===== src/bus_pkg.sv =====
`default_nettype none

package bus_pkg;

    // --------------------
    // APB port widths
    localparam int ADDR_W = 16;
    localparam int DATA_W = 32;

    // Register offset seen by each slave
    localparam int OFFS_W = 8;

    // Slave number in address bits 15 to 12
    typedef enum logic [3:0] {
        SLV_TEST  = 4'd0,
        SLV_TIMER = 4'd1,
        SLV_IRQ   = 4'd2
    } slave_e;

endpackage

`default_nettype wire


===== src/periph_pkg.sv =====
`default_nettype none

package periph_pkg;

    // Timer clock divider
    // Code 3 runs as DIV256
    typedef enum logic [1:0] {
        PRE_DIV1   = 2'd0,
        PRE_DIV16  = 2'd1,
        PRE_DIV256 = 2'd2
    } prescale_e;

    // --------------------
    // Timer register offsets inside the 0x10 block of one timer
    localparam logic [3:0] TMR_LOAD  = 4'h0;
    localparam logic [3:0] TMR_VALUE = 4'h4;
    localparam logic [3:0] TMR_CTRL  = 4'h8;
    localparam logic [3:0] TMR_CLEAR = 4'hC;

    // --------------------
    // Interrupt controller registers
    localparam logic [bus_pkg::OFFS_W-1:0] IRQ_STATUS  = 8'h00;
    localparam logic [bus_pkg::OFFS_W-1:0] IRQ_RAW     = 8'h04;
    localparam logic [bus_pkg::OFFS_W-1:0] IRQ_EN_SET  = 8'h08;
    localparam logic [bus_pkg::OFFS_W-1:0] IRQ_EN_CLR  = 8'h0C;
    localparam logic [bus_pkg::OFFS_W-1:0] FIRQ_STATUS = 8'h20;
    localparam logic [bus_pkg::OFFS_W-1:0] FIRQ_EN_SET = 8'h28;
    localparam logic [bus_pkg::OFFS_W-1:0] FIRQ_EN_CLR = 8'h2C;

    // --------------------
    // Test registers and their reset values
    localparam logic [bus_pkg::OFFS_W-1:0] TST_ID  = 8'h00;
    localparam logic [bus_pkg::OFFS_W-1:0] TST_LED = 8'h04;
    localparam logic [bus_pkg::OFFS_W-1:0] TST_PHY = 8'h08;
    localparam logic [bus_pkg::OFFS_W-1:0] TST_SWI = 8'h0C;

    localparam logic [bus_pkg::DATA_W-1:0] TEST_ID = 32'h0A23_0001;
    localparam logic [3:0] LED_RESET = 4'h0;
    localparam logic PHY_RESET = 1'b0;   // PHY held in reset

    // Interrupt source bits with timer n at SRC_TIMER0 + n
    localparam int SRC_EXT0   = 0;
    localparam int SRC_EXT1   = 1;
    localparam int SRC_SWI    = 2;
    localparam int SRC_SWFI   = 3;
    localparam int SRC_TIMER0 = 4;

endpackage

`default_nettype wire


===== src/apb_decoder.sv =====
`timescale 1ns/1ns
`default_nettype none

module apb_decoder (
    input  wire                          i_clk,
    input  wire                          i_arst_n,
    input  wire                          i_psel,
    input  wire                          i_penable,
    input  wire                          i_pwrite,
    input  wire  [bus_pkg::ADDR_W-1:0]   i_paddr,
    input  wire  [bus_pkg::DATA_W-1:0]   i_pwdata,
    input  wire  [bus_pkg::DATA_W-1:0]   i_test_rdata,
    input  wire  [bus_pkg::DATA_W-1:0]   i_timer_rdata,
    input  wire  [bus_pkg::DATA_W-1:0]   i_irq_rdata,
    output logic [bus_pkg::DATA_W-1:0]   o_prdata,
    output logic                         o_pready,
    output logic                         o_pslverr,
    output logic [bus_pkg::OFFS_W-1:0]   o_offset,
    output logic [bus_pkg::DATA_W-1:0]   o_wdata,
    output logic                         o_test_we,
    output logic                         o_timer_we,
    output logic                         o_irq_we
);

    typedef enum logic [1:0] {
        PH_IDLE,
        PH_SETUP,
        PH_ACCESS
    } phase_e;

    phase_e phase_q;
    phase_e phase_d;
    bus_pkg::slave_e slv;
    logic access_cyc;
    logic valid_acc;
    logic mapped;
    logic wr_ok;
    logic [bus_pkg::DATA_W-1:0] sel_rdata;

    // --------------------
    // Phase of the previous cycle
    always_comb begin
        if (!i_psel) begin
            phase_d = PH_IDLE;
        end else if (!i_penable) begin
            phase_d = PH_SETUP;
        end else if (phase_q == PH_SETUP) begin
            phase_d = PH_ACCESS;
        end else begin
            // Access without setup, or access held past one cycle
            phase_d = PH_IDLE;
        end
    end

    always_ff @(posedge i_clk or negedge i_arst_n) begin
        if (!i_arst_n) begin
            phase_q <= PH_IDLE;
        end else begin
            phase_q <= phase_d;
        end
    end

    assign access_cyc = i_psel & i_penable;
    assign valid_acc  = access_cyc & (phase_q == PH_SETUP);

    // --------------------
    // Slave select from the top address nibble
    assign slv = bus_pkg::slave_e'(i_paddr[bus_pkg::ADDR_W-1 -: 4]);

    always_comb begin
        mapped    = 1'b1;
        sel_rdata = '0;
        case (slv)
            bus_pkg::SLV_TEST:  sel_rdata = i_test_rdata;
            bus_pkg::SLV_TIMER: sel_rdata = i_timer_rdata;
            bus_pkg::SLV_IRQ:   sel_rdata = i_irq_rdata;
            default:            mapped = 1'b0;
        endcase
    end

    assign wr_ok = valid_acc & mapped & i_pwrite;

    assign o_test_we  = wr_ok & (slv == bus_pkg::SLV_TEST);
    assign o_timer_we = wr_ok & (slv == bus_pkg::SLV_TIMER);
    assign o_irq_we   = wr_ok & (slv == bus_pkg::SLV_IRQ);

    assign o_offset = i_paddr[bus_pkg::OFFS_W-1:0];
    assign o_wdata  = i_pwdata;

    // Zero wait states with an error on an unmapped slave or a protocol error
    assign o_pready  = access_cyc;
    assign o_pslverr = access_cyc & ~(valid_acc & mapped);
    assign o_prdata  = (valid_acc & mapped & ~i_pwrite) ? sel_rdata : '0;

endmodule

`default_nettype wire


===== src/timer_bank.sv =====
`timescale 1ns/1ns
`default_nettype none

module timer_bank #(
    parameter int N_TIMERS = 3
) (
    input  wire                          i_clk,
    input  wire                          i_arst_n,
    input  wire                          i_we,
    input  wire  [bus_pkg::OFFS_W-1:0]   i_offset,
    input  wire  [bus_pkg::DATA_W-1:0]   i_wdata,
    output logic [bus_pkg::DATA_W-1:0]   o_rdata,
    output logic [N_TIMERS-1:0]          o_timer_int
);

    localparam int CNT_W = 16;
    localparam int PRE_W = 8;

    logic [CNT_W-1:0] load_q [N_TIMERS];
    logic [CNT_W-1:0] cnt_q  [N_TIMERS];
    periph_pkg::prescale_e pre_q [N_TIMERS];
    logic [N_TIMERS-1:0] en_q;
    logic [N_TIMERS-1:0] per_q;
    logic [N_TIMERS-1:0] int_q;
    logic [PRE_W-1:0] pre_cnt_q;
    logic [N_TIMERS-1:0] sel;
    logic [N_TIMERS-1:0] tick;
    logic [N_TIMERS-1:0] fire;
    logic [3:0] reg_offs;

    assign reg_offs = i_offset[3:0];

    // --------------------
    // Per timer select, tick and terminal count
    always_comb begin
        for (int i = 0; i < N_TIMERS; i++) begin
            sel[i] = i_we && (i_offset[bus_pkg::OFFS_W-1:4] == 4'(i));
            case (pre_q[i])
                periph_pkg::PRE_DIV1:  tick[i] = 1'b1;
                periph_pkg::PRE_DIV16: tick[i] = &pre_cnt_q[3:0];
                default:               tick[i] = &pre_cnt_q;
            endcase
            fire[i] = en_q[i] && tick[i] && (cnt_q[i] == CNT_W'(1));
        end
    end

    // Reload value of each timer
    always_ff @(posedge i_clk) begin
        for (int i = 0; i < N_TIMERS; i++) begin
            if (sel[i] && reg_offs == periph_pkg::TMR_LOAD) begin
                load_q[i] <= i_wdata[CNT_W-1:0];
            end
        end
    end

    always_ff @(posedge i_clk or negedge i_arst_n) begin
        if (!i_arst_n) begin
            pre_cnt_q <= '0;
            en_q      <= '0;
            per_q     <= '0;
            int_q     <= '0;
            for (int i = 0; i < N_TIMERS; i++) begin
                cnt_q[i] <= '0;
                pre_q[i] <= periph_pkg::PRE_DIV1;
            end
        end else begin
            pre_cnt_q <= pre_cnt_q + PRE_W'(1);
            for (int i = 0; i < N_TIMERS; i++) begin
                // A write to the load register wins over counting
                if (sel[i] && reg_offs == periph_pkg::TMR_LOAD) begin
                    cnt_q[i] <= i_wdata[CNT_W-1:0];
                end else if (en_q[i] && tick[i]) begin
                    if (cnt_q[i] != '0) begin
                        cnt_q[i] <= cnt_q[i] - CNT_W'(1);
                    end else if (per_q[i]) begin
                        cnt_q[i] <= load_q[i];
                    end
                end

                if (sel[i] && reg_offs == periph_pkg::TMR_CTRL) begin
                    en_q[i]  <= i_wdata[7];
                    per_q[i] <= i_wdata[6];
                    pre_q[i] <= periph_pkg::prescale_e'(i_wdata[3:2]);
                end

                // A new terminal count is not lost to a clear
                if (fire[i]) begin
                    int_q[i] <= 1'b1;
                end else if (sel[i] && reg_offs == periph_pkg::TMR_CLEAR) begin
                    int_q[i] <= 1'b0;
                end
            end
        end
    end

    // --------------------
    // Read data
    always_comb begin
        o_rdata = '0;
        for (int i = 0; i < N_TIMERS; i++) begin
            if (i_offset[bus_pkg::OFFS_W-1:4] == 4'(i)) begin
                case (reg_offs)
                    periph_pkg::TMR_LOAD:  o_rdata[CNT_W-1:0] = load_q[i];
                    periph_pkg::TMR_VALUE: o_rdata[CNT_W-1:0] = cnt_q[i];
                    periph_pkg::TMR_CTRL:  o_rdata[7:0] = {en_q[i], per_q[i], 2'b00,
                                                           pre_q[i], 2'b00};
                    default: ;
                endcase
            end
        end
    end

    assign o_timer_int = int_q;

endmodule

`default_nettype wire


===== src/irq_controller.sv =====
`timescale 1ns/1ns
`default_nettype none

module irq_controller #(
    parameter int N_TIMERS = 3
) (
    input  wire                          i_clk,
    input  wire                          i_arst_n,
    input  wire                          i_we,
    input  wire  [bus_pkg::OFFS_W-1:0]   i_offset,
    input  wire  [bus_pkg::DATA_W-1:0]   i_wdata,
    input  wire  [1:0]                   i_ext_int,
    input  wire                          i_swi,
    input  wire                          i_swfi,
    input  wire  [N_TIMERS-1:0]          i_timer_int,
    output logic [bus_pkg::DATA_W-1:0]   o_rdata,
    output logic                         o_irq,
    output logic                         o_firq
);

    localparam int N_SRC = periph_pkg::SRC_TIMER0 + N_TIMERS;

    logic [N_SRC-1:0] raw;
    logic [N_SRC-1:0] irq_en_q;
    logic [N_SRC-1:0] firq_en_q;
    logic [N_SRC-1:0] irq_stat;
    logic [N_SRC-1:0] firq_stat;
    logic [N_SRC-1:0] wbits;

    // --------------------
    // Raw source vector
    always_comb begin
        raw[periph_pkg::SRC_EXT0] = i_ext_int[0];
        raw[periph_pkg::SRC_EXT1] = i_ext_int[1];
        raw[periph_pkg::SRC_SWI]  = i_swi;
        raw[periph_pkg::SRC_SWFI] = i_swfi;
        raw[periph_pkg::SRC_TIMER0 +: N_TIMERS] = i_timer_int;
    end

    assign irq_stat  = raw & irq_en_q;
    assign firq_stat = raw & firq_en_q;
    assign wbits     = i_wdata[N_SRC-1:0];

    // Masks use write-one-to-set and write-one-to-clear
    always_ff @(posedge i_clk or negedge i_arst_n) begin
        if (!i_arst_n) begin
            irq_en_q  <= '0;
            firq_en_q <= '0;
            o_irq     <= 1'b0;
            o_firq    <= 1'b0;
        end else begin
            if (i_we) begin
                case (i_offset)
                    periph_pkg::IRQ_EN_SET:  irq_en_q  <= irq_en_q | wbits;
                    periph_pkg::IRQ_EN_CLR:  irq_en_q  <= irq_en_q & ~wbits;
                    periph_pkg::FIRQ_EN_SET: firq_en_q <= firq_en_q | wbits;
                    periph_pkg::FIRQ_EN_CLR: firq_en_q <= firq_en_q & ~wbits;
                    default: ;
                endcase
            end
            o_irq  <= |irq_stat;
            o_firq <= |firq_stat;
        end
    end

    // --------------------
    // Read data
    always_comb begin
        o_rdata = '0;
        case (i_offset)
            periph_pkg::IRQ_STATUS:  o_rdata[N_SRC-1:0] = irq_stat;
            periph_pkg::IRQ_RAW:     o_rdata[N_SRC-1:0] = raw;
            periph_pkg::IRQ_EN_SET:  o_rdata[N_SRC-1:0] = irq_en_q;
            periph_pkg::FIRQ_STATUS: o_rdata[N_SRC-1:0] = firq_stat;
            periph_pkg::FIRQ_EN_SET: o_rdata[N_SRC-1:0] = firq_en_q;
            default: ;
        endcase
    end

endmodule

`default_nettype wire


===== src/test_regs.sv =====
`timescale 1ns/1ns
`default_nettype none

module test_regs (
    input  wire                          i_clk,
    input  wire                          i_arst_n,
    input  wire                          i_we,
    input  wire  [bus_pkg::OFFS_W-1:0]   i_offset,
    input  wire  [bus_pkg::DATA_W-1:0]   i_wdata,
    output logic [bus_pkg::DATA_W-1:0]   o_rdata,
    output logic [3:0]                   o_led,
    output logic                         o_phy_rst_n,
    output logic                         o_swi,
    output logic                         o_swfi
);

    always_ff @(posedge i_clk or negedge i_arst_n) begin
        if (!i_arst_n) begin
            o_led       <= periph_pkg::LED_RESET;
            o_phy_rst_n <= periph_pkg::PHY_RESET;
            o_swi       <= 1'b0;
            o_swfi      <= 1'b0;
        end else if (i_we) begin
            case (i_offset)
                periph_pkg::TST_LED: o_led <= i_wdata[3:0];
                periph_pkg::TST_PHY: o_phy_rst_n <= i_wdata[0];
                periph_pkg::TST_SWI: begin
                    // Levels stay until software writes them back to 0
                    o_swi  <= i_wdata[0];
                    o_swfi <= i_wdata[1];
                end
                default: ;
            endcase
        end
    end

    // Read data and the read-only ID
    always_comb begin
        o_rdata = '0;
        case (i_offset)
            periph_pkg::TST_ID:  o_rdata = periph_pkg::TEST_ID;
            periph_pkg::TST_LED: o_rdata[3:0] = o_led;
            periph_pkg::TST_PHY: o_rdata[0] = o_phy_rst_n;
            periph_pkg::TST_SWI: o_rdata[1:0] = {o_swfi, o_swi};
            default: ;
        endcase
    end

endmodule

`default_nettype wire


===== src/periph_sys.sv =====
`timescale 1ns/1ns
`default_nettype none

module periph_sys #(
    parameter int N_TIMERS = 3
) (
    input  wire                          i_clk,
    input  wire                          i_arst_n,
    input  wire                          i_psel,
    input  wire                          i_penable,
    input  wire                          i_pwrite,
    input  wire  [bus_pkg::ADDR_W-1:0]   i_paddr,
    input  wire  [bus_pkg::DATA_W-1:0]   i_pwdata,
    input  wire  [1:0]                   i_ext_int,
    output logic [bus_pkg::DATA_W-1:0]   o_prdata,
    output logic                         o_pready,
    output logic                         o_pslverr,
    output logic                         o_irq,
    output logic                         o_firq,
    output logic [3:0]                   o_led,
    output logic                         o_phy_rst_n
);

    logic [bus_pkg::OFFS_W-1:0] offset;
    logic [bus_pkg::DATA_W-1:0] wdata;
    logic [bus_pkg::DATA_W-1:0] test_rdata;
    logic [bus_pkg::DATA_W-1:0] timer_rdata;
    logic [bus_pkg::DATA_W-1:0] irq_rdata;
    logic test_we;
    logic timer_we;
    logic irq_we;
    logic swi;
    logic swfi;
    logic [N_TIMERS-1:0] timer_int;

    // --------------------
    // Bus side
    apb_decoder u_apb_decoder (
        .i_clk          ( i_clk         ),
        .i_arst_n       ( i_arst_n      ),
        .i_psel         ( i_psel        ),
        .i_penable      ( i_penable     ),
        .i_pwrite       ( i_pwrite      ),
        .i_paddr        ( i_paddr       ),
        .i_pwdata       ( i_pwdata      ),
        .i_test_rdata   ( test_rdata    ),
        .i_timer_rdata  ( timer_rdata   ),
        .i_irq_rdata    ( irq_rdata     ),
        .o_prdata       ( o_prdata      ),
        .o_pready       ( o_pready      ),
        .o_pslverr      ( o_pslverr     ),
        .o_offset       ( offset        ),
        .o_wdata        ( wdata         ),
        .o_test_we      ( test_we       ),
        .o_timer_we     ( timer_we      ),
        .o_irq_we       ( irq_we        )
    );

    // --------------------
    // Timers and interrupt controller
    timer_bank #(
        .N_TIMERS       ( N_TIMERS      )
    ) u_timer_bank (
        .i_clk          ( i_clk         ),
        .i_arst_n       ( i_arst_n      ),
        .i_we           ( timer_we      ),
        .i_offset       ( offset        ),
        .i_wdata        ( wdata         ),
        .o_rdata        ( timer_rdata   ),
        .o_timer_int    ( timer_int     )
    );

    irq_controller #(
        .N_TIMERS       ( N_TIMERS      )
    ) u_irq_controller (
        .i_clk          ( i_clk         ),
        .i_arst_n       ( i_arst_n      ),
        .i_we           ( irq_we        ),
        .i_offset       ( offset        ),
        .i_wdata        ( wdata         ),
        .i_ext_int      ( i_ext_int     ),
        .i_swi          ( swi           ),
        .i_swfi         ( swfi          ),
        .i_timer_int    ( timer_int     ),
        .o_rdata        ( irq_rdata     ),
        .o_irq          ( o_irq         ),
        .o_firq         ( o_firq        )
    );

    // --------------------
    // LEDs, PHY reset and software interrupts
    test_regs u_test_regs (
        .i_clk          ( i_clk         ),
        .i_arst_n       ( i_arst_n      ),
        .i_we           ( test_we       ),
        .i_offset       ( offset        ),
        .i_wdata        ( wdata         ),
        .o_rdata        ( test_rdata    ),
        .o_led          ( o_led         ),
        .o_phy_rst_n    ( o_phy_rst_n   ),
        .o_swi          ( swi           ),
        .o_swfi         ( swfi          )
    );

endmodule

`default_nettype wire


===== config.mk =====
export PLATFORM = sky130hd
export DESIGN_NAME = periph_sys
export DESIGN_NICKNAME = d
export VERILOG_FILES = /design/src/bus_pkg.sv /design/src/periph_pkg.sv /design/src/apb_decoder.sv /design/src/timer_bank.sv /design/src/irq_controller.sv /design/src/test_regs.sv /design/src/periph_sys.sv
export SDC_FILE = /design/constraint.sdc
export NUM_CORES = 1
export LEC_CHECK = 0
export BUFFER_PORTS_ARGS = -buffer_cell sky130_fd_sc_hd__buf_2
export CELL_PAD_IN_SITES_DETAIL_PLACEMENT = 1
export CELL_PAD_IN_SITES_GLOBAL_PLACEMENT = 1
export CORE_UTILIZATION = 50
export DETAILED_ROUTE_END_ITERATION = 12
export GPL_TIMING_DRIVEN = 0
export HOLD_SLACK_MARGIN = 0.1
export PLACE_DENSITY = 0.95
export SETUP_SLACK_MARGIN = 0.1
export SLEW_MARGIN = 0
export SYNTH_ARGS = -nofsm -noshare
export SYNTH_HDL_FRONTEND = slang
export SYNTH_SLANG_ARGS = --single-unit

===== constraint.sdc =====
create_clock -name i_clk -period 3.8 [get_ports i_clk]
set_clock_uncertainty 0.05 [all_clocks]
set_input_delay 0.19 -clock i_clk [delete_from_list [all_inputs] [get_ports i_clk]]
set_output_delay 0.19 -clock i_clk [all_outputs]
set_load 0.01 [all_outputs]

==> report_table.html, run 1 <==
<table>
<tr><th>Metric</th><th>Value</th></tr>
<tr><th colspan="2">Outcome</th></tr>
<tr><td>Result of the run</td><td>complete, no violations</td></tr>
<tr><th colspan="2">Synthesis</th></tr>
<tr><td>Combinational family with the most area after synthesis</td><td>simple AND/OR/NAND/NOR gates</td></tr>
<tr><td>Area share of fa/ha/maj cells after synthesis</td><td>0.0145</td></tr>
<tr><td>Sequential share of the synthesized area</td><td>0.445</td></tr>
<tr><td>Dominant synthesized flop cell</td><td>dfrtp_1</td></tr>
<tr><td>Synthesized area divided by synthesized cell count</td><td>9.51 um2</td></tr>
<tr><td>Fraction of the mapped netlist area in simple logic gates</td><td>0.197</td></tr>
<tr><td>Synthesized cell area</td><td>8640 um2</td></tr>
<tr><td>Count of yosys warnings during synthesis</td><td>0</td></tr>
<tr><td>Compound-Gate Fraction of Synth Area</td><td>0.178</td></tr>
<tr><td>Yosys cell types</td><td>71</td></tr>
<tr><td>Flop and latch count out of synthesis</td><td>144</td></tr>
<tr><td>Xor/xnor cell area share of the yosys netlist</td><td>0.0385</td></tr>
<tr><td>Share of flip-flops with an asynchronous set or reset after synthesis</td><td>0.667</td></tr>
<tr><td>Post-Syn Instances</td><td>908</td></tr>
<tr><td>Number of flops mapped to enable cells by yosys</td><td>48</td></tr>
<tr><td>Share of cell area taken by muxes after synthesis</td><td>0.0781</td></tr>
<tr><th colspan="2">Global routing</th></tr>
<tr><td>Pin count of the biggest net entering global routing</td><td>68</td></tr>
<tr><td>Vias in the first global route</td><td>9436</td></tr>
<tr><td>Total global-route track usage</td><td>0.440</td></tr>
<tr><td>First-pass GRT wire length</td><td>58.1 mm</td></tr>
<tr><td>Residual overflow from global routing</td><td>0</td></tr>
<tr><td>Antenna violations before repair</td><td>1</td></tr>
<tr><th colspan="2">Clock tree</th></tr>
<tr><td>CTS root buffer</td><td>clkbuf_16</td></tr>
<tr><td>Post-CTS Hold Fix Bufs</td><td>19</td></tr>
<tr><td>Clock network latency to the later pin of the worst-skew pair</td><td>0.45 ns</td></tr>
<tr><td>Register clock-pin slew on the reported worst setup and hold paths</td><td>0.06 ns</td></tr>
<tr><td>Resized cells post-CTS</td><td>0</td></tr>
<tr><td>Number of buffers added by the clock tree synthesis step</td><td>17</td></tr>
<tr><td># clock sinks</td><td>144</td></tr>
<tr><td>Number of H-tree branching levels</td><td>4</td></tr>
<tr><td>Number of buffers on the longest clock path</td><td>2</td></tr>
<tr><td>CTS tree</td><td>built</td></tr>
<tr><td>Post-CTS Setup Bufs</td><td>0</td></tr>
<tr><th colspan="2">Finish</th></tr>
<tr><td>Fraction of layout cells with a size suffix above 1</td><td>0.151</td></tr>
<tr><td>Inserted Diodes</td><td>0</td></tr>
<tr><td>Area added between synthesis and finish</td><td>17.9%</td></tr>
<tr><td>Most common library cell in the layout ignoring fill and taps</td><td>dfrtp_1</td></tr>
<tr><td>Most frequent cells in the layout</td><td>dfrtp_1, nand2_1, nor2_1</td></tr>
<tr><td>Number of fill cells in the layout</td><td>1900</td></tr>
<tr><td>Post-layout nets</td><td>1085</td></tr>
<tr><th colspan="2">Worst setup path</th></tr>
<tr><td>Critical path type</td><td>in2out</td></tr>
<tr><td>Arrival time at the worst endpoint</td><td>3.19 ns</td></tr>
<tr><td>Worst setup SP type</td><td>input pin</td></tr>
<tr><td>Register-to-register setup slack</td><td>0.58 ns</td></tr>
<tr><td>Capture instance of the worst register-to-register path</td><td>u_timer_bank.cnt_q[16]$_DFFE_PN0P_</td></tr>
<tr><td>Setup crit start</td><td>i_paddr[3]</td></tr>
<tr><td>Worst setup EP type</td><td>output port</td></tr>
<tr><td>Crit Reg-Reg Startpoint</td><td>u_apb_decoder.phase_q[1]$_DFF_PN0_</td></tr>
<tr><td>Crit Path Max Fanout</td><td>10</td></tr>
<tr><td>Worst reg2reg path depth</td><td>9</td></tr>
<tr><td>Worst path required time</td><td>3.56 ns</td></tr>
<tr><th colspan="2">Timing</th></tr>
<tr><td>Sum of negative setup slack</td><td>0 ns</td></tr>
<tr><td>Final-report setup violation count</td><td>0</td></tr>
<tr><td>Slew of the pin with the lowest slew margin</td><td>1.29 ns</td></tr>
<tr><td>Post-route clock period utilization</td><td>0.902</td></tr>
<tr><td>Setup repair after global routing missed its margin</td><td>false</td></tr>
<tr><td>Time the worst path needs with I/O delays and setup</td><td>3.43 ns</td></tr>
<tr><td>Slew Limit Headroom</td><td>0.130</td></tr>
<tr><td>Fmax</td><td>0.292 GHz</td></tr>
<tr><td>Number of max-slew violations in the final report</td><td>0</td></tr>
<tr><td>Hold violation count in the final report</td><td>0</td></tr>
<tr><th colspan="2">Floorplan</th></tr>
<tr><td>Total core area</td><td>16700 um2</td></tr>
<tr><td>Num ports</td><td>96</td></tr>
<tr><td>Area of the die</td><td>17800 um2</td></tr>
<tr><td>Die Wd</td><td>133 um</td></tr>
<tr><td>Std-Cell Rows</td><td>47</td></tr>
<tr><td>Starting density of the core</td><td>0.517</td></tr>
<tr><td>DIE HEIGHT</td><td>133 um</td></tr>
<tr><th colspan="2">Power and ir drop</th></tr>
<tr><td>Final Total Pwr</td><td>0.00390 W</td></tr>
<tr><td>Total power per unit cell area</td><td>383 nW/um2</td></tr>
<tr><td>VDD IR-drop max</td><td>0.349 mV</td></tr>
<tr><td>LEAKAGE</td><td>4.31 nW</td></tr>
<tr><th colspan="2">Detailed routing</th></tr>
<tr><td>WL/cell</td><td>30.3 um</td></tr>
<tr><td>Routed via count divided by cell count</td><td>7.34</td></tr>
<tr><td>Final wirelength</td><td>38.0 mm</td></tr>
<tr><td>Via count</td><td>9193</td></tr>
<tr><td>Wl on met1</td><td>13.7 mm</td></tr>
<tr><td>Iter 0 DRT Violations</td><td>1605</td></tr>
<tr><td>Detailed-router iteration count before antenna repair</td><td>5</td></tr>
<tr><td>Top layer in use</td><td>met4</td></tr>
<tr><td>Detailed-routed wire length on met2</td><td>16.8 mm</td></tr>
<tr><td>Wire length on met3</td><td>4.43 mm</td></tr>
<tr><td>Remaining design rule violation count</td><td>0</td></tr>
<tr><td>Post-DRT Antenna Nets</td><td>0</td></tr>
<tr><th colspan="2">Placement</th></tr>
<tr><td>Final Wtd Congestion</td><td>0.942</td></tr>
<tr><td>Number of I/O port buffers</td><td>63</td></tr>
<tr><td>Detailed placer's ending HPWL</td><td>23.3 mm</td></tr>
<tr><th colspan="2">Run</th></tr>
<tr><td>Maximum capacitance violations</td><td>0</td></tr>
<tr><th colspan="2">Worst hold path</th></tr>
<tr><td>Worst hold start</td><td>i_pwdata[4]</td></tr>
<tr><td>Worst min-delay path endpoint</td><td>u_timer_bank.load_q[0][36]$_DFFE_PP_</td></tr>
<tr><td>Cells on Worst Hold Path</td><td>1</td></tr>
<tr><td>Class of the tightest hold or removal check</td><td>in2reg</td></tr>
</table>
[where the power goes]
group / switching, W / internal [W]
registers: 0.000000858 / 0.00160
logic: 0.000156 / 0.0000664
clock network: 0.000740 / 0.00133
[cells in the mapped netlist, types with 5 or more instances]
library cell   n  area (um2)
nor3_1        22         110
a221o_1       17         170
nand4_1       10        62.6
and3_1        11        68.8
clkbuf_1      39         146
o221a_2        6        67.6
nand3b_1       5        37.5
or4_1          7        52.6
buf_1          7        26.3
ha_1          10         125
nand2_1       88         330
a221oi_1       9        78.8
inv_1         29         109
edfxtp_1      48        1440
a22oi_1        6        45.0
or3_1         10        62.6
nor2b_1        5        31.3
a21oi_1       59         295
mux2i_1       46         460
a31oi_1        6        37.5
a211oi_1      19         143
nor4_1        13        81.3
nor2_1        83         312
a21o_1         6        45.0
xor2_1        17         149
o22ai_1       22         138
mux2_2        19         214
nand3_1       40         200
buf_4         15         113
nor3b_1        6        45.0
xnor2_1       21         184
a32oi_1        5        43.8
o21ai_0       31         155
o211ai_1      11        82.6
dfrtp_1       96        2400
[through the flow]
stage	util	setup WS [ns]	std cells	hold slack, ns	cell area, um2
finish	0.610	0.371	1253	0.129	10200
CTS	0.610	0.107	1253	0.103	10200
detailed placement	0.557	0.0401	1202	0.119	9300
global route	0.610	0.157	1253	0.118	10200
global placement	0.555	0.187	1201	0.320	9270
floorplan	-	1.22	918	-0.156	8680
[sequential cells by signal, summed over array words and instances, names as in the netlist, 2 cells and up, named ones only]
register	cells
u_apb_decoder.phase_q	2
u_test_regs.o_led	4
u_timer_bank.cnt_q	48
u_timer_bank.en_q	3
u_timer_bank.load_q	48
u_timer_bank.o_timer_int	3
u_timer_bank.per_q	3
u_timer_bank.pre_cnt_q	8
u_timer_bank.pre_q	6
[per-layer routing]
metal | track usage | up-vias
met2 | 0.667 | 830
met4 | 0.306 | 0
met5 | 0 | -
met3 | 0.136 | 275
met1 | 0.536 | 4484
li1 | - | 3604
[cell families after synthesis]
kind of cell	Yosys count
DFF	144
other	1
xor gates and xnor gates	38
adders and majority gates	10
buffers and inverters	94
muxes	65
and+or+nand+nor	332
AOI/OAI and AO/OA	224
[worst max path at each step]
stage,to,cells after the start
final,o_prdata[0],8
after detailed placement,u_timer_bank.cnt_q[3]$_DFFE_PN0P_,9
after floorplan,u_timer_bank.load_q[0][32]$_DFFE_PP_,7
after global routing,o_prdata[4],7
after global placement,u_timer_bank.cnt_q[28]$_DFFE_PN0P_,9
after CTS,u_timer_bank.cnt_q[3]$_DFFE_PN0P_,9
[critical path: stages]
cell and delay, ns:
buf_2 0.13, nor3_1 1.03, nand2_1 0.62, o21ai_0 0.42, a221oi_1 0.14, or3_1 0.35
a31oi_1 0.14, buf_2 0.16
[cell type report]
| cell class | instances | area (um2) | share of cell area |
|---|---|---|---|
| tap | 220 | 275 | 0.0270 |
| buffer | 64 | 310 | 0.0305 |
| clock buffer | 21 | 460 | 0.0452 |
| clock inverter | 11 | 233 | 0.0229 |
| sequential | 144 | 3840 | 0.377 |
| timing repair buffer | 83 | 536 | 0.0526 |
| inverter | 30 | 113 | 0.0111 |
| multi-input combinational | 680 | 4410 | 0.433 |
(Power assumes the default switching activity.)
==> run 2: changes to the inputs <==
--- a/config.mk
+++ b/config.mk
@@ -12,6 +12,7 @@
 export DETAILED_ROUTE_END_ITERATION = 12
 export GPL_TIMING_DRIVEN = 0
 export HOLD_SLACK_MARGIN = 0.1
+export MAX_ROUTING_LAYER = met4
 export PLACE_DENSITY = 0.95
 export SETUP_SLACK_MARGIN = 0.1
 export SLEW_MARGIN = 0
==> report_table.html, run 2 (synthesized netlist as in run 1, its figures left out) <==
<table>
<tr><th>Metric</th><th>Value</th></tr>
<tr><th colspan="2">Floorplan</th></tr>
<tr><td>Std-Cell Rows</td><td>47 (unchanged)</td></tr>
<tr><td>Die Wd</td><td>133 um (unchanged)</td></tr>
<tr><td>Area of the die</td><td>17800 um2 (unchanged)</td></tr>
<tr><td>Num ports</td><td>96 (unchanged)</td></tr>
<tr><td>DIE HEIGHT</td><td>133 um (unchanged)</td></tr>
<tr><td>Starting density of the core</td><td>0.517 (unchanged)</td></tr>
<tr><td>Total core area</td><td>16700 um2 (unchanged)</td></tr>
<tr><th colspan="2">Worst setup path</th></tr>
<tr><td>Critical path type</td><td>in2out (unchanged)</td></tr>
<tr><td>Number of buffers and inverters on the critical path</td><td>2 (unchanged)</td></tr>
<tr><td>Worst setup EP type</td><td>output port (unchanged)</td></tr>
<tr><td>Worst path required time</td><td>3.56 ns (about the same)</td></tr>
<tr><td>Capture instance of the worst register-to-register path</td><td>u_timer_bank.cnt_q[7]$_DFFE_PN0P_ (was u_timer_bank.cnt_q[16]$_DFFE_PN0P_)</td></tr>
<tr><td>Cells traversed along the worst timing path</td><td>buf_2, nor3_1, nand2_1, o21ai_0, a221oi_1, o32ai_1, buf_2 (was buf_2, nor3_1, nand2_1, o21ai_0, a221oi_1, or3_1, a31oi_1, buf_2)</td></tr>
<tr><td>Cell with the biggest individual delay on the critical path</td><td>nor3_1 (unchanged)</td></tr>
<tr><td>CP delay by family, top</td><td>simple AND/OR/NAND/NOR gates (unchanged)</td></tr>
<tr><td>Worst setup SP type</td><td>input pin (unchanged)</td></tr>
<tr><td>Crit Reg-Reg Startpoint</td><td>u_apb_decoder.phase_q[1]$_DFF_PN0_ (unchanged)</td></tr>
<tr><td>Crit Path Max Fanout</td><td>10 (unchanged)</td></tr>
<tr><td>Cell seen most often among critical-path stages</td><td>buf_2 (unchanged)</td></tr>
<tr><td>Largest stage delay on the critical path</td><td>1.10 ns (was 1.03 ns)</td></tr>
<tr><td>Register-to-register setup slack</td><td>0.40 ns (was 0.58 ns)</td></tr>
<tr><td>Arrival time at the worst endpoint</td><td>3.25 ns (was 3.19 ns)</td></tr>
<tr><td>Worst reg2reg path depth</td><td>9 (unchanged)</td></tr>
<tr><th colspan="2">Run</th></tr>
<tr><td>Maximum capacitance violations</td><td>0 (unchanged)</td></tr>
<tr><th colspan="2">Clock tree</th></tr>
<tr><td>Number of H-tree branching levels</td><td>4 (unchanged)</td></tr>
<tr><td>Register clock-pin slew on the reported worst setup and hold paths</td><td>0.06 ns (about the same)</td></tr>
<tr><td>Number of buffers on the longest clock path</td><td>2 (unchanged)</td></tr>
<tr><td>Post-CTS Setup Bufs</td><td>0 (unchanged)</td></tr>
<tr><td>CTS root buffer</td><td>clkbuf_16 (unchanged)</td></tr>
<tr><td>CTS tree</td><td>built (unchanged)</td></tr>
<tr><td># clock sinks</td><td>144 (unchanged)</td></tr>
<tr><td>Number of buffers added by the clock tree synthesis step</td><td>17 (unchanged)</td></tr>
<tr><td>Clock network latency to the later pin of the worst-skew pair</td><td>0.46 ns (was 0.45 ns)</td></tr>
<tr><th colspan="2">Timing</th></tr>
<tr><td>Sum of negative setup slack</td><td>0 ns (unchanged)</td></tr>
<tr><td>Slew of the pin with the lowest slew margin</td><td>1.40 ns (was 1.29 ns)</td></tr>
<tr><td>Hold violation count in the final report</td><td>0 (unchanged)</td></tr>
<tr><td>Time the worst path needs with I/O delays and setup</td><td>3.49 ns (was 3.43 ns)</td></tr>
<tr><td>Post-route clock period utilization</td><td>0.920 (was 0.902)</td></tr>
<tr><td>Setup repair after global routing missed its margin</td><td>false (unchanged)</td></tr>
<tr><td>Final-report setup violation count</td><td>0 (unchanged)</td></tr>
<tr><td>Slew Limit Headroom</td><td>0.0601 (was 0.130)</td></tr>
<tr><td>Fmax</td><td>0.286 GHz (was 0.292 GHz)</td></tr>
<tr><td>Number of max-slew violations in the final report</td><td>0 (unchanged)</td></tr>
<tr><th colspan="2">Detailed routing</th></tr>
<tr><td>Via count</td><td>9247 (was 9193)</td></tr>
<tr><td>Remaining design rule violation count</td><td>0 (unchanged)</td></tr>
<tr><td>Detailed-router iteration count before antenna repair</td><td>6 (was 5)</td></tr>
<tr><td>Post-DRT Antenna Nets</td><td>0 (unchanged)</td></tr>
<tr><td>Final wirelength</td><td>37.0 mm (was 38.0 mm)</td></tr>
<tr><td>Iter 0 DRT Violations</td><td>1534 (was 1605)</td></tr>
<tr><td>WL/cell</td><td>29.5 um (was 30.3 um)</td></tr>
<tr><td>Routed via count divided by cell count</td><td>7.36 (was 7.34)</td></tr>
<tr><th colspan="2">Finish</th></tr>
<tr><td>Total area of multi-input combinational cells</td><td>4410 um2 (unchanged)</td></tr>
<tr><td>Area added between synthesis and finish</td><td>16.9% (was 17.9%)</td></tr>
<tr><td>Footprint of the flip-flops and latches</td><td>3840 um2 (unchanged)</td></tr>
<tr><td>Most common library cell in the layout ignoring fill and taps</td><td>dfrtp_1 (unchanged)</td></tr>
<tr><td>Number of fill cells in the layout</td><td>1896 (was 1900)</td></tr>
<tr><td>Leading registers by flop count</td><td>u_timer_bank.cnt_q (48), u_timer_bank.load_q (48), u_timer_bank.pre_cnt_q (8) (unchanged)</td></tr>
<tr><td>Layout Cell Area excl Fill</td><td>10100 um2 (was 10200 um2)</td></tr>
<tr><td>Non-filler instance count after layout</td><td>1256 (was 1253)</td></tr>
<tr><td>Most frequent cells in the layout</td><td>dfrtp_1, nand2_1, nor2_1 (unchanged)</td></tr>
<tr><td>Fraction of layout cells with a size suffix above 1</td><td>0.153 (was 0.151)</td></tr>
<tr><td>Post-layout nets</td><td>1086 (was 1085)</td></tr>
<tr><th colspan="2">Worst hold path</th></tr>
<tr><td>Cells on Worst Hold Path</td><td>1 (unchanged)</td></tr>
<tr><td>Worst hold start</td><td>i_pwdata[1] (was i_pwdata[4])</td></tr>
<tr><td>Worst min-delay path endpoint</td><td>u_timer_bank.load_q[0][1]$_DFFE_PP_ (was u_timer_bank.load_q[0][36]$_DFFE_PP_)</td></tr>
<tr><td>Class of the tightest hold or removal check</td><td>in2reg (unchanged)</td></tr>
<tr><th colspan="2">Placement</th></tr>
<tr><td>Detailed placer's ending HPWL</td><td>23.1 mm (was 23.3 mm)</td></tr>
<tr><td>Final Wtd Congestion</td><td>1.01 (was 0.942)</td></tr>
<tr><td>Cell Count Post-Placement</td><td>1202 (unchanged)</td></tr>
<tr><td>Number of I/O port buffers</td><td>63 (unchanged)</td></tr>
<tr><td>Placed inst area</td><td>9300 um2 (unchanged)</td></tr>
<tr><th colspan="2">Power and ir drop</th></tr>
<tr><td>LEAKAGE</td><td>4.28 nW (was 4.31 nW)</td></tr>
<tr><td>VDD IR-drop max</td><td>0.374 mV (was 0.349 mV)</td></tr>
<tr><td>Total power per unit cell area</td><td>355 nW/um2 (was 383 nW/um2)</td></tr>
<tr><th colspan="2">Global routing</th></tr>
<tr><td>Pin count of the biggest net entering global routing</td><td>53 (was 68)</td></tr>
<tr><td>Antenna violations before repair</td><td>2 (was 1)</td></tr>
<tr><td>Total global-route track usage</td><td>0.445 (was 0.440)</td></tr>
<tr><td>Residual overflow from global routing</td><td>0 (unchanged)</td></tr>
<tr><td>First-pass GRT wire length</td><td>56.7 mm (was 58.1 mm)</td></tr>
<tr><td>Vias in the first global route</td><td>9299 (was 9436)</td></tr>
<tr><th colspan="2">Outcome</th></tr>
<tr><td>Result of the run</td><td>complete, no violations (unchanged)</td></tr>
</table>
-- run 2: timing repair --
item                                    4_1_cts  5_1_grt
endpoints found under the setup margin        1        0
hold buffers                                 20        0
hold endpoints to repair                    108        0
resized for setup                             1        0
-- run 2: cell type report --
cell class	instances	area share
multi-input combinational	680	0.437
clock buffer	19	0.0460
sequential	144	0.381
clock inverter	13	0.0129
timing repair buffer	84	0.0540
antenna	2	0.000496
buffer	64	0.0307
inverter	30	0.0111
tap	220	0.0273
-- run 2: power by group --
part           internal [W]  switching, W
Clock               0.00102      0.000743
Combinational     0.0000670      0.000153
Sequential          0.00160   0.000000783
Total               0.00269      0.000897
-- run 2: worst max path at each step --
stage                                  startpoint                              endpoint  cells after the start
2_1_floorplan  u_apb_decoder.phase_q[1]$_DFF_PN0_  u_timer_bank.load_q[0][32]$_DFFE_PP_                      7
3_3_place_gp                          i_paddr[15]  u_timer_bank.load_q[0][42]$_DFFE_PP_                      7
3_5_place_dp                          i_paddr[15]     u_timer_bank.cnt_q[5]$_DFFE_PN0P_                      9
4_1_cts        u_apb_decoder.phase_q[1]$_DFF_PN0_    u_timer_bank.cnt_q[28]$_DFFE_PN0P_                      9
5_1_grt                                i_paddr[1]                           o_prdata[0]                      8
6_report                               i_paddr[1]                           o_prdata[4]                      7
-- run 2: metrics by stage --
stage	util	total power, W	worst slack [ns]	hold slack [ns]
after floorplan	-	0.00171	1.22	-0.156
after global placement	0.555	0.00181	0.165	0.320
after global routing	0.605	0.00363	0.279	0.134
after detailed placement	0.557	0.00182	0.0329	0.247
after CTS	0.604	0.00355	0.207	0.121
final	0.605	0.00359	0.306	0.151
-- run 2: routing by layer --
layer,track usage,up-vias,routed length (um)
li1,-,3605,-
met1,0.535,4467,13100
met3,0.119,278,4370
met5,-,-,0
met4,0.292,0,2880
met2,0.660,897,16700
